File: src/common/debugger_pkg.sv
package debugger_pkg;

    // Host command opcodes
    typedef enum logic [7:0] {
        CMD_MEM_READ    = 8'h01,
        CMD_MEM_WRITE   = 8'h02,
        CMD_VALUE_READ  = 8'h03,
        CMD_VALUE_WRITE = 8'h04
    } cmd_e;

    // Value identifiers for the register block
    typedef enum logic [7:0] {
        VAL_A          = 8'd0,
        VAL_PC         = 8'd1,
        VAL_IR         = 8'd2,
        VAL_STEP_COUNT = 8'd3,
        VAL_CONTROL    = 8'd4
    } value_id_e;

    // Target CPU opcodes, anything else runs as a 1-byte NOP
    typedef enum logic [7:0] {
        OP_LDA_IMM = 8'hA9,
        OP_ADC_IMM = 8'h69,
        OP_STA_ABS = 8'h8D,
        OP_JMP_ABS = 8'h4C
    } cpu_op_e;

    typedef enum logic [2:0] {
        ST_IDLE,
        ST_FETCH,
        ST_OPLO,
        ST_OPHI,
        ST_EXEC,
        ST_DONE
    } cpu_state_e;

    // Command parser FSM
    typedef enum logic [2:0] {
        CS_OPCODE,
        CS_ARGS,
        CS_ISSUE,
        CS_WAIT,
        CS_SEND_HI,
        CS_SEND_LO
    } cmd_state_e;

    localparam logic [7:0] VALUE_WRITE_ACK = 8'h5A;

    // VAL_CONTROL bit positions
    localparam int CTRL_STEP_BIT = 0;
    localparam int CTRL_HOLD_BIT = 1;

endpackage

File: src/rtl/debug_memory.sv
module debug_memory #(
    parameter int ADDR_WIDTH = 8
) (
    input  logic        i_clk_5mhz,
    input  logic        i_reset_n,

    input  logic        i_cpu_en,
    input  logic        i_cpu_rw,       // 1 read, 0 write
    input  logic [15:0] i_cpu_addr,
    input  logic [7:0]  i_cpu_wdata,
    output logic [7:0]  o_cpu_rdata,

    input  logic        i_dbg_en,
    input  logic        i_dbg_rw,
    input  logic [15:0] i_dbg_addr,
    input  logic [7:0]  i_dbg_wdata,
    output logic [7:0]  o_dbg_rdata,
    output logic        o_dbg_grant
);

    localparam int DEPTH = 1 << ADDR_WIDTH;

    logic [7:0]            r_mem [DEPTH];
    logic [ADDR_WIDTH-1:0] w_addr;
    logic [7:0]            w_wdata;
    logic                  w_we;

    // Single port, the CPU always wins
    assign o_dbg_grant = i_dbg_en && !i_cpu_en;
    assign w_addr  = i_cpu_en ? i_cpu_addr[ADDR_WIDTH-1:0] : i_dbg_addr[ADDR_WIDTH-1:0];
    assign w_wdata = i_cpu_en ? i_cpu_wdata : i_dbg_wdata;
    assign w_we    = i_cpu_en ? !i_cpu_rw : (o_dbg_grant && !i_dbg_rw);

    always_ff @(posedge i_clk_5mhz or negedge i_reset_n)
    begin
        if (!i_reset_n)
        begin
            for (int i = 0; i < DEPTH; i++)
                r_mem[i] <= 8'h00;
        end
        else if (w_we)
        begin
            r_mem[w_addr] <= w_wdata;
        end
    end

    // Each requester keeps its own read register
    always_ff @(posedge i_clk_5mhz)
    begin
        if (i_cpu_en && i_cpu_rw)
            o_cpu_rdata <= r_mem[w_addr];
        if (o_dbg_grant && i_dbg_rw)
            o_dbg_rdata <= r_mem[w_addr];
    end

    // A refused debugger request waits unchanged for its grant
    a_dbg_held_until_grant: assert property (
        @(posedge i_clk_5mhz) disable iff (!i_reset_n)
        (i_dbg_en && !o_dbg_grant) |=> (i_dbg_en && $stable(i_dbg_addr) && $stable(i_dbg_rw))
    );

endmodule

File: src/rtl/step_cpu.sv
module step_cpu #(
    parameter int ADDR_WIDTH = 8
) (
    input  logic        i_clk_5mhz,
    input  logic        i_reset_n,

    input  logic        i_step,
    input  logic        i_hold_reset,

    output logic        o_mem_en,
    output logic        o_mem_rw,       // 1 read, 0 write
    output logic [15:0] o_mem_addr,
    output logic [7:0]  o_mem_wdata,
    input  logic [7:0]  i_mem_rdata,

    output logic [7:0]  o_a,
    output logic [15:0] o_pc,
    output logic [7:0]  o_ir,
    output logic        o_busy,
    output logic        o_step_done
);

    import debugger_pkg::*;

    localparam logic [15:0] ADDR_MASK = 16'((32'd1 << ADDR_WIDTH) - 1);

    cpu_state_e  r_state;
    logic        r_phase;   // 0 takes the byte just read, 1 requests the next one
    logic [7:0]  r_oplo;
    logic [15:0] w_addr;

    function automatic logic [1:0] op_length(input logic [7:0] op);
        case (cpu_op_e'(op))
            OP_LDA_IMM, OP_ADC_IMM: return 2'd2;
            OP_STA_ABS, OP_JMP_ABS: return 2'd3;
            default:                return 2'd1;
        endcase
    endfunction

    assign o_busy      = (r_state != ST_IDLE);
    assign o_step_done = (r_state == ST_DONE);
    assign o_mem_wdata = o_a;
    assign o_mem_addr  = w_addr & ADDR_MASK;

    always_comb
    begin
        o_mem_en = 1'b0;
        o_mem_rw = 1'b1;
        w_addr   = o_pc;
        case (r_state)
            ST_FETCH: o_mem_en = 1'b1;
            ST_OPLO:
            begin
                o_mem_en = r_phase;
                w_addr   = o_pc + 16'd1;
            end
            ST_OPHI:
            begin
                o_mem_en = r_phase;
                w_addr   = o_pc + 16'd2;
            end
            ST_EXEC:
            begin
                // High address byte arrives in this cycle
                if (o_ir == OP_STA_ABS)
                begin
                    o_mem_en = 1'b1;
                    o_mem_rw = 1'b0;
                    w_addr   = {i_mem_rdata, r_oplo};
                end
            end
            default: ;
        endcase
    end

    always_ff @(posedge i_clk_5mhz or negedge i_reset_n)
    begin
        if (!i_reset_n)
        begin
            r_state <= ST_IDLE;
            r_phase <= 1'b0;
            r_oplo  <= '0;
            o_a     <= '0;
            o_pc    <= '0;
            o_ir    <= '0;
        end
        else if (i_hold_reset)
        begin
            // Held CPU keeps its registers at zero
            r_state <= ST_IDLE;
            r_phase <= 1'b0;
            r_oplo  <= '0;
            o_a     <= '0;
            o_pc    <= '0;
            o_ir    <= '0;
        end
        else
        begin
            case (r_state)
                ST_IDLE:  if (i_step) r_state <= ST_FETCH;
                ST_FETCH: r_state <= ST_OPLO;
                ST_OPLO:
                begin
                    if (!r_phase)
                    begin
                        o_ir <= i_mem_rdata;
                        if (op_length(i_mem_rdata) == 2'd1)
                        begin
                            o_pc    <= o_pc + 16'd1;    // NOP
                            r_state <= ST_DONE;
                        end
                        else
                            r_phase <= 1'b1;
                    end
                    else
                    begin
                        r_phase <= 1'b0;
                        r_state <= (op_length(o_ir) == 2'd2) ? ST_EXEC : ST_OPHI;
                    end
                end
                ST_OPHI:
                begin
                    if (!r_phase)
                        r_oplo <= i_mem_rdata;
                    else
                        r_state <= ST_EXEC;
                    r_phase <= !r_phase;
                end
                ST_EXEC:
                begin
                    r_state <= ST_DONE;
                    case (cpu_op_e'(o_ir))
                        OP_LDA_IMM:
                        begin
                            o_a  <= i_mem_rdata;
                            o_pc <= o_pc + 16'd2;
                        end
                        OP_ADC_IMM:
                        begin
                            o_a  <= o_a + i_mem_rdata;   // No carry in, wraps
                            o_pc <= o_pc + 16'd2;
                        end
                        OP_JMP_ABS: o_pc <= {i_mem_rdata, r_oplo};
                        default:    o_pc <= o_pc + 16'd3;
                    endcase
                end
                default: r_state <= ST_IDLE;
            endcase
        end
    end

endmodule

File: src/debugger/debugger_values.sv
module debugger_values (
    input  logic        i_clk_5mhz,
    input  logic        i_reset_n,

    input  logic        i_value_en,
    input  logic        i_value_we,
    input  logic [7:0]  i_value_id,
    input  logic [15:0] i_value_wdata,
    output logic [15:0] o_value_rdata,

    input  logic [7:0]  i_cpu_a,
    input  logic [15:0] i_cpu_pc,
    input  logic [7:0]  i_cpu_ir,
    input  logic        i_cpu_busy,
    input  logic        i_step_done,

    output logic        o_cpu_step,
    output logic        o_cpu_hold_reset
);

    import debugger_pkg::*;

    logic [15:0] r_step_count;
    logic        w_ctrl_write;

    assign w_ctrl_write = i_value_en && i_value_we && (i_value_id == VAL_CONTROL);

    // Combinational read, unknown ids return zero
    always_comb
    begin
        o_value_rdata = '0;
        if (i_value_en)
        begin
            case (value_id_e'(i_value_id))
                VAL_A:          o_value_rdata = {8'h00, i_cpu_a};
                VAL_PC:         o_value_rdata = i_cpu_pc;
                VAL_IR:         o_value_rdata = {8'h00, i_cpu_ir};
                VAL_STEP_COUNT: o_value_rdata = r_step_count;
                VAL_CONTROL:    o_value_rdata = {14'h0, o_cpu_hold_reset, i_cpu_busy};
                default:        o_value_rdata = '0;
            endcase
        end
    end

    always_ff @(posedge i_clk_5mhz or negedge i_reset_n)
    begin
        if (!i_reset_n)
        begin
            o_cpu_step       <= 1'b0;
            o_cpu_hold_reset <= 1'b0;
            r_step_count     <= '0;
        end
        else
        begin
            o_cpu_step <= 1'b0;     // Single-cycle pulse
            if (w_ctrl_write)
            begin
                o_cpu_hold_reset <= i_value_wdata[CTRL_HOLD_BIT];
                // A step asked for together with hold-reset is dropped
                if (i_value_wdata[CTRL_STEP_BIT] && !i_value_wdata[CTRL_HOLD_BIT] && !i_cpu_busy)
                    o_cpu_step <= 1'b1;
            end

            if (i_step_done)
                r_step_count <= r_step_count + 16'd1;
        end
    end

    a_step_is_pulse: assert property (
        @(posedge i_clk_5mhz) disable iff (!i_reset_n)
        o_cpu_step |=> !o_cpu_step
    );

endmodule

File: src/debugger/debugger_cmd.sv
module debugger_cmd #(
    parameter int ADDR_WIDTH = 8
) (
    input  logic        i_clk_5mhz,
    input  logic        i_reset_n,

    input  logic        i_rx_dv,
    input  logic [7:0]  i_rx_byte,
    output logic        o_tx_dv,
    output logic [7:0]  o_tx_byte,

    output logic        o_mem_en,
    output logic        o_mem_rw,       // 1 read, 0 write
    output logic [15:0] o_mem_addr,
    output logic [7:0]  o_mem_wdata,
    input  logic        i_mem_grant,
    input  logic [7:0]  i_mem_rdata,

    output logic        o_value_en,
    output logic        o_value_we,
    output logic [7:0]  o_value_id,
    output logic [15:0] o_value_wdata,
    input  logic [15:0] i_value_rdata
);

    import debugger_pkg::*;

    localparam logic [15:0] ADDR_MASK = 16'((32'd1 << ADDR_WIDTH) - 1);

    cmd_state_e  r_state;
    cmd_e        r_cmd;
    logic [1:0]  r_remaining;   // Argument bytes still to come
    logic [23:0] r_args;        // Argument bytes, last received in the low byte
    logic [15:0] r_resp;
    logic        w_mem_req;
    logic        w_value_req;

    // Number of argument bytes per opcode, zero for unknown bytes
    function automatic logic [1:0] arg_count(input logic [7:0] op);
        case (cmd_e'(op))
            CMD_MEM_READ:                   return 2'd2;
            CMD_VALUE_READ:                 return 2'd1;
            CMD_MEM_WRITE, CMD_VALUE_WRITE: return 2'd3;
            default:                        return 2'd0;
        endcase
    endfunction

    assign w_mem_req   = (r_state == CS_ISSUE) && (r_cmd inside {CMD_MEM_READ, CMD_MEM_WRITE});
    assign w_value_req = (r_state == CS_ISSUE) && !w_mem_req;

    // Request stays up until the memory grants it
    assign o_mem_en    = w_mem_req;
    assign o_mem_rw    = (r_cmd == CMD_MEM_READ);
    assign o_mem_addr  = ((r_cmd == CMD_MEM_READ) ? r_args[15:0] : r_args[23:8]) & ADDR_MASK;
    assign o_mem_wdata = r_args[7:0];

    assign o_value_en    = w_value_req;
    assign o_value_we    = (r_cmd == CMD_VALUE_WRITE);
    assign o_value_id    = (r_cmd == CMD_VALUE_READ) ? r_args[7:0] : r_args[23:16];
    assign o_value_wdata = r_args[15:0];

    assign o_tx_dv   = (r_state == CS_SEND_HI) || (r_state == CS_SEND_LO);
    assign o_tx_byte = (r_state == CS_SEND_HI) ? r_resp[15:8] : r_resp[7:0];

    always_ff @(posedge i_clk_5mhz or negedge i_reset_n)
    begin
        if (!i_reset_n)
        begin
            r_state     <= CS_OPCODE;
            r_cmd       <= CMD_MEM_READ;
            r_remaining <= '0;
        end
        else
        begin
            case (r_state)
                CS_OPCODE:
                begin
                    if (i_rx_dv && arg_count(i_rx_byte) != 2'd0)
                    begin
                        r_cmd       <= cmd_e'(i_rx_byte);
                        r_remaining <= arg_count(i_rx_byte);
                        r_state     <= CS_ARGS;
                    end
                end
                CS_ARGS:
                begin
                    if (i_rx_dv)
                    begin
                        r_remaining <= r_remaining - 2'd1;
                        if (r_remaining == 2'd1)
                            r_state <= CS_ISSUE;
                    end
                end
                CS_ISSUE:
                begin
                    if (w_value_req)
                        r_state <= (r_cmd == CMD_VALUE_READ) ? CS_SEND_HI : CS_SEND_LO;
                    else if (i_mem_grant)
                        r_state <= (r_cmd == CMD_MEM_READ) ? CS_WAIT : CS_SEND_LO;
                end
                CS_WAIT:    r_state <= CS_SEND_LO;     // Read data lands this cycle
                CS_SEND_HI: r_state <= CS_SEND_LO;
                default:    r_state <= CS_OPCODE;
            endcase
        end
    end

    always_ff @(posedge i_clk_5mhz)
    begin
        if (r_state == CS_ARGS && i_rx_dv)
            r_args <= {r_args[15:0], i_rx_byte};

        if (w_mem_req && i_mem_grant)
            r_resp <= {8'h00, r_args[7:0]};            // Echo of the write data
        if (r_state == CS_WAIT)
            r_resp <= {8'h00, i_mem_rdata};
        if (w_value_req)
            r_resp <= o_value_we ? {8'h00, VALUE_WRITE_ACK} : i_value_rdata;
    end

    // Host waits for the full response before the next command
    a_no_rx_during_tx: assert property (
        @(posedge i_clk_5mhz) disable iff (!i_reset_n)
        o_tx_dv |-> !i_rx_dv
    );

endmodule

File: src/rtl/debugger_top.sv
module debugger_top #(
    parameter int ADDR_WIDTH = 8
) (
    input  logic       i_clk_5mhz,
    input  logic       i_reset_n,

    input  logic       i_rx_dv,
    input  logic [7:0] i_rx_byte,
    output logic       o_tx_dv,
    output logic [7:0] o_tx_byte
);

    // Debugger side of the memory
    logic        w_dbg_mem_en;
    logic        w_dbg_mem_rw;
    logic [15:0] w_dbg_mem_addr;
    logic [7:0]  w_dbg_mem_wdata;
    logic [7:0]  w_dbg_mem_rdata;
    logic        w_dbg_mem_grant;

    logic        w_value_en;
    logic        w_value_we;
    logic [7:0]  w_value_id;
    logic [15:0] w_value_wdata;
    logic [15:0] w_value_rdata;

    // CPU bus and state
    logic        w_cpu_mem_en;
    logic        w_cpu_mem_rw;
    logic [15:0] w_cpu_mem_addr;
    logic [7:0]  w_cpu_mem_wdata;
    logic [7:0]  w_cpu_mem_rdata;
    logic [7:0]  w_cpu_a;
    logic [15:0] w_cpu_pc;
    logic [7:0]  w_cpu_ir;
    logic        w_cpu_busy;
    logic        w_cpu_step;
    logic        w_cpu_hold_reset;
    logic        w_step_done;

    debugger_cmd #(
        .ADDR_WIDTH(ADDR_WIDTH)
    ) debugger_cmd_inst (
        .i_clk_5mhz     (i_clk_5mhz),
        .i_reset_n      (i_reset_n),
        .i_rx_dv        (i_rx_dv),
        .i_rx_byte      (i_rx_byte),
        .o_tx_dv        (o_tx_dv),
        .o_tx_byte      (o_tx_byte),
        .o_mem_en       (w_dbg_mem_en),
        .o_mem_rw       (w_dbg_mem_rw),
        .o_mem_addr     (w_dbg_mem_addr),
        .o_mem_wdata    (w_dbg_mem_wdata),
        .i_mem_grant    (w_dbg_mem_grant),
        .i_mem_rdata    (w_dbg_mem_rdata),
        .o_value_en     (w_value_en),
        .o_value_we     (w_value_we),
        .o_value_id     (w_value_id),
        .o_value_wdata  (w_value_wdata),
        .i_value_rdata  (w_value_rdata)
    );

    debugger_values debugger_values_inst (
        .i_clk_5mhz       (i_clk_5mhz),
        .i_reset_n        (i_reset_n),
        .i_value_en       (w_value_en),
        .i_value_we       (w_value_we),
        .i_value_id       (w_value_id),
        .i_value_wdata    (w_value_wdata),
        .o_value_rdata    (w_value_rdata),
        .i_cpu_a          (w_cpu_a),
        .i_cpu_pc         (w_cpu_pc),
        .i_cpu_ir         (w_cpu_ir),
        .i_cpu_busy       (w_cpu_busy),
        .i_step_done      (w_step_done),
        .o_cpu_step       (w_cpu_step),
        .o_cpu_hold_reset (w_cpu_hold_reset)
    );

    step_cpu #(
        .ADDR_WIDTH(ADDR_WIDTH)
    ) step_cpu_inst (
        .i_clk_5mhz   (i_clk_5mhz),
        .i_reset_n    (i_reset_n),
        .i_step       (w_cpu_step),
        .i_hold_reset (w_cpu_hold_reset),
        .o_mem_en     (w_cpu_mem_en),
        .o_mem_rw     (w_cpu_mem_rw),
        .o_mem_addr   (w_cpu_mem_addr),
        .o_mem_wdata  (w_cpu_mem_wdata),
        .i_mem_rdata  (w_cpu_mem_rdata),
        .o_a          (w_cpu_a),
        .o_pc         (w_cpu_pc),
        .o_ir         (w_cpu_ir),
        .o_busy       (w_cpu_busy),
        .o_step_done  (w_step_done)
    );

    debug_memory #(
        .ADDR_WIDTH(ADDR_WIDTH)
    ) debug_memory_inst (
        .i_clk_5mhz  (i_clk_5mhz),
        .i_reset_n   (i_reset_n),
        .i_cpu_en    (w_cpu_mem_en),
        .i_cpu_rw    (w_cpu_mem_rw),
        .i_cpu_addr  (w_cpu_mem_addr),
        .i_cpu_wdata (w_cpu_mem_wdata),
        .o_cpu_rdata (w_cpu_mem_rdata),
        .i_dbg_en    (w_dbg_mem_en),
        .i_dbg_rw    (w_dbg_mem_rw),
        .i_dbg_addr  (w_dbg_mem_addr),
        .i_dbg_wdata (w_dbg_mem_wdata),
        .o_dbg_rdata (w_dbg_mem_rdata),
        .o_dbg_grant (w_dbg_mem_grant)
    );

endmodule

File: config.mk
export PLATFORM = sky130hd
export DESIGN_NAME = debugger_top
export DESIGN_NICKNAME = d
export VERILOG_FILES = /design/src/common/debugger_pkg.sv /design/src/rtl/debug_memory.sv /design/src/rtl/step_cpu.sv /design/src/debugger/debugger_values.sv /design/src/debugger/debugger_cmd.sv /design/src/rtl/debugger_top.sv
export SDC_FILE = /design/constraint.sdc
export NUM_CORES = 2
export LEC_CHECK = 0
export ABC_AREA = 1
export CAP_MARGIN = 20
export CORE_UTILIZATION = 30
export DETAILED_ROUTE_END_ITERATION = 6
export DONT_BUFFER_PORTS = 1
export PLACE_DENSITY_LB_ADDON = 0.25
export SETUP_SLACK_MARGIN = 0.05
export SYNTH_ARGS = -nofsm -noshare
export SYNTH_HDL_FRONTEND = slang
export SYNTH_SLANG_ARGS = --single-unit
File: constraint.sdc
create_clock -name i_clk_5mhz -period 3.1 [get_ports i_clk_5mhz]
set_clock_uncertainty 0.05 [all_clocks]
set_input_delay 0.155 -clock i_clk_5mhz [delete_from_list [all_inputs] [get_ports i_clk_5mhz]]
set_output_delay 0.155 -clock i_clk_5mhz [all_outputs]
set_load 0.1 [all_outputs]
==> summary.md <==
| Metric | Value |
|---|---|
| Clock root buffer | `sky130_fd_sc_hd__clkbuf_16` |
| Die Area | `0.350 mm²` |
| Synthesis-to-finish area growth | `24.8%` |
| Proportion of layout cells with a drive suffix above 1 | `13.5%` |
| Post-synthesis async set-or-reset flop share | `97.4%` |
| Top flip-flop cell by instance count after synthesis | `sky130_fd_sc_hd__dfrtp_1` |
| Leakage power of the design | `0.0642 µW` |
| Gate power share | `45.2%` |
| Pin count of the biggest net entering global routing | `256` |
| Number of warnings issued by yosys | `0` |
| Clock transition at path regs | `0.06 ns` |
| Final worst-path setup slack | `-0.555 ns` |
| Arrival time of data at the critical path endpoint | `4.29 ns` |
| RSZ-0062 raised after global routing | `true` |
| Drt drc | `0` |
| Crit. End Element | `flop` |
| Cell row count | `216` |
| DIE HEIGHT | `592 µm` |
| Global-route wire length before repair | `575,000 µm` |
| Min Clock Period, post-route | `3.65 ns` |
| Period Utilization, post-route | `118%` |
| Final setup vio count | `2,092` |
| Non-filler cells in the finished layout | `19,265` |
| Max-capacitance violation count | `0` |
| Least-Margin Pin Slew | `1.33 ns` |
| Worst slack at placement | `-2.28 ns` |
| Count of H-tree levels built during CTS | `4` |
| Via count normalized by instance count | `4.82` |
| Total power divided by cell area | `828 mW/mm²` |
| Final slew viol count | `0` |
| Worst hold slack across all endpoints | `0.156 ns` |
| Seq/Total Area, Yosys | `52.5%` |
| Via count | `92,881` |
| Kind of start point of the critical path | `flop` |
| Reg2Reg Setup Slack | `-0.55 ns` |
| Commonest non-fill, non-tap cell in the layout | `sky130_fd_sc_hd__nand2_1` |
| Detail-routed net length per standard cell | `19.8 µm` |
| Number of optimization iterations in the first detailed-route pass | `6` |
| Post-synth EDFFs | `56` |
| Final layout net count | `14,513` |
| Area after DPL | `0.119 mm²` |
| Worst Hold Class | `input pin to async pin` |
| Share of power burned in the clock network | `27.2%` |
| Part of the total power dissipated in sequential elements | `27.5%` |
| Max-slew headroom | `11.4%` |
| Clock tree from TritonCTS | `done` |
| Final hold violation count | `0` |
| Remaining Overflow, GRT | `0` |
| Initial cell density of the core | `30.1%` |
| NetSw | `46,500 µW` |
| Detailed placer's ending HPWL | `240,000 µm` |
| Clock latency on the worst-skew pair | `0.93 ns` |
| Number of nets produced by synthesis | `14,012` |
| Mean cell area of the mapped netlist | `7.46 µm²` |
| Vias in the first global route | `88,389` |
| Critical setup path kind | `flop to flop` |
| Switching power share of the total | `43.2%` |
| IO buf count | `0` |
| DIE WIDTH | `592 µm` |
| Std-Cell Core Area | `0.346 mm²` |
| Inserted Clock Buffers | `243` |
| Failing checks | `setup timing` |
| GR Util All Layers | `21.4%` |
| Reg2reg start | `step_cpu_inst.r_state[1]` |
| Highest ir drop seen on vdd | `0.901 mV` |
| Cells after Synth | `13,987` |
| Final standard cell utilization of the core | `37.6%` |
| Initial antenna violation count | `8` |
| Cell internal power dissipation | `61,200 µW` |
| Netlist Area Pre-Place | `0.104 mm²` |
| Maximum root-to-sink buffer count | `4` |
| Top achievable clock speed | `274 MHz` |
| Yosys reg bits | `2,179` |
| Reg2reg end | `debug_memory_inst.o_dbg_rdata[0]` |
| DRC violation total after the first TritonRoute iteration | `8,179` |
| Number of library cell types mapped by synthesis | `60` |
| Total I/O pin count | `20` |
| Run status | `finished with violations` |
| Req. time, crit path | `3.73 ns` |
| Final design instance area without fill | `0.130 mm²` |
| Post-detailed-routing wire length | `382,000 µm` |
| Commonest cells after routing, fill and taps aside | `sky130_fd_sc_hd__nand2_1 (7,345), sky130_fd_sc_hd__dfrtp_1 (2,120), sky130_fd_sc_hd__o21ai_0 (1,264), sky130_fd_sc_hd__o21ai_1 (936), sky130_fd_sc_hd__buf_4 (731)` |
| RePlAce Congestion | `0.860` |
| Cell count after placement | `18,687` |
| Total clock sinks | `2,179` |
| Remaining number of nets flagged by the antenna check after routing | `0` |
| Number of cells traversed by the worst register-to-register path | `27` |
| Largest fanout of any net on the critical path | `9` |
==> logic make-up after synthesis <==
family	count (synthesis)	synth area share (%)
AND/OR/NAND/NOR	8211	30.5
AO/OA/AOI/OAI	2387	11.7
flip-flops	2179	52.5
buffers and inverters	1145	4.67
XOR/XNOR	36	0.302
multiplexers	15	0.161
adder cells (fa/ha/maj)	14	0.175
==> per-layer routing <==
metal  GRT usage, %  share of wire (%)
met3           2.53                5.0
met1           30.3                 47
met4           6.24                3.2
met2           34.1                 45
met5              0                  0
==> worst max path at each step <==
stage               cells after the start  slack (ns)                                to                startpoint
floorplan                              24        0.18  debug_memory_inst.o_cpu_rdata[0]  step_cpu_inst.r_state[2]
global placement                        6       -2.26      debug_memory_inst.r_mem[703]                 i_reset_n
detailed placement                      6       -2.28      debug_memory_inst.r_mem[672]                 i_reset_n
CTS                                    24       -0.55  debug_memory_inst.o_cpu_rdata[6]  step_cpu_inst.r_state[1]
global route                           27       -0.70  debug_memory_inst.o_dbg_rdata[0]  step_cpu_inst.r_state[0]
finish                                 27       -0.55  debug_memory_inst.o_dbg_rdata[0]  step_cpu_inst.r_state[1]
==> power by group through the flow <==
stage	combinational [µW]	clock [µW]	sequential (µW)
after floorplan	17800	0	30000
after global placement	42800	0	30100
after detailed placement	42700	0	30100
after CTS	46200	30000	29600
after global routing	50500	31000	29700
final	48800	29400	29600
==> sequential cells by signal (all words and copies together), names as in the netlist, 3 cells and up <==
signal	cells
debugger_cmd_inst.r_state	3
debugger_values_inst.r_step_count	16
debug_memory_inst.o_cpu_rdata	8
debugger_cmd_inst.r_resp	16
step_cpu_inst.r_state	3
debugger_cmd_inst.r_args	24
debug_memory_inst.o_dbg_rdata	8
debugger_cmd_inst.r_cmd	8
step_cpu_inst.r_oplo	8
step_cpu_inst.o_a	8
step_cpu_inst.o_ir	8
step_cpu_inst.o_pc	16
debug_memory_inst.r_mem	2048
==> metrics by stage <==
stage	power [µW]	setup TNS [ns]
floorplan	47800	0
global placement	73000	-2464.69
detailed placement	72800	-2452.93
CTS	106000	-816.21
global route	111000	-870.48
finish	108000	-585.40
==> layout make-up <==
cell class / count / area [µm²]
Multi-Input combinational cell: 10663 / 45900
Timing Repair Buffer: 1226 / 15000
Antenna cell: 2 / 5.00
Clock inverter: 87 / 873
Timing Repair inverter: 1 / 11.3
Sequential cell: 2179 / 54800
Tap cell: 4578 / 5730
Fill cell: 36040 / 216000
Clock buffer: 355 / 7090
Inverter: 174 / 718
==> Yosys cell counts (all sizes together) (3+ instances only) <==
library cell | count | area, µm²
a21o | 3 | 23.8
a21oi | 63 | 319
a221oi | 9 | 78.8
a22oi | 3 | 22.5
a31oi | 3 | 18.8
buf | 422 | 2150
clkbuf | 549 | 2060
clkinv | 5 | 20.0
dfrtp | 2122 | 53100
edfxtp | 56 | 1680
ha | 13 | 163
inv | 169 | 637
mux2 | 14 | 158
nand2 | 7502 | 28300
nand3 | 403 | 2030
nand4 | 9 | 56.3
nor2 | 269 | 1200
nor3 | 17 | 85.1
nor4 | 7 | 43.8
o2111ai | 3 | 26.3
o211ai | 12 | 95.1
o21a | 3 | 22.5
o21ai | 2247 | 11300
o221ai | 3 | 26.3
o22ai | 16 | 100
o32ai | 11 | 96.3
xnor2 | 8 | 70.1
xor2 | 28 | 245
==> timing repair <==
item,CTS,global route
setup buffers,62,12
cloned,16,21
endpoints found under the hold margin,587,0
pin swaps,58,60
hold buffers,22,0
setup endpoints to repair,2846,2811
gates resized for setup,289,224
==> critical path: stages (launching register included) <==
cell                      delay (ns)
sky130_fd_sc_hd__dfrtp_1        0.40
sky130_fd_sc_hd__inv_2          0.11
sky130_fd_sc_hd__nand2_4        0.06
sky130_fd_sc_hd__nor2_4         0.14
sky130_fd_sc_hd__nand3_4        0.13
sky130_fd_sc_hd__nand2_4        0.11
sky130_fd_sc_hd__buf_6          0.14
sky130_fd_sc_hd__nand3_4        0.11
sky130_fd_sc_hd__nand2_8        0.11
sky130_fd_sc_hd__buf_12         0.18
sky130_fd_sc_hd__inv_16         0.10
sky130_fd_sc_hd__buf_16         0.17
sky130_fd_sc_hd__buf_12         0.15
sky130_fd_sc_hd__buf_4          0.13
sky130_fd_sc_hd__nand2_1        0.05
sky130_fd_sc_hd__nand2_1        0.04
sky130_fd_sc_hd__nand2_1        0.06
sky130_fd_sc_hd__nand2_1        0.07
sky130_fd_sc_hd__nand2_1        0.06
sky130_fd_sc_hd__nand2_1        0.06
sky130_fd_sc_hd__o21ai_2        0.18
sky130_fd_sc_hd__buf_6          0.16
sky130_fd_sc_hd__nand2_1        0.07
sky130_fd_sc_hd__nor2_2         0.12
sky130_fd_sc_hd__nor2_1         0.06
sky130_fd_sc_hd__nor2_1         0.11
sky130_fd_sc_hd__buf_4          0.15
sky130_fd_sc_hd__nand2_1        0.08
(Power assumes the default switching activity.)
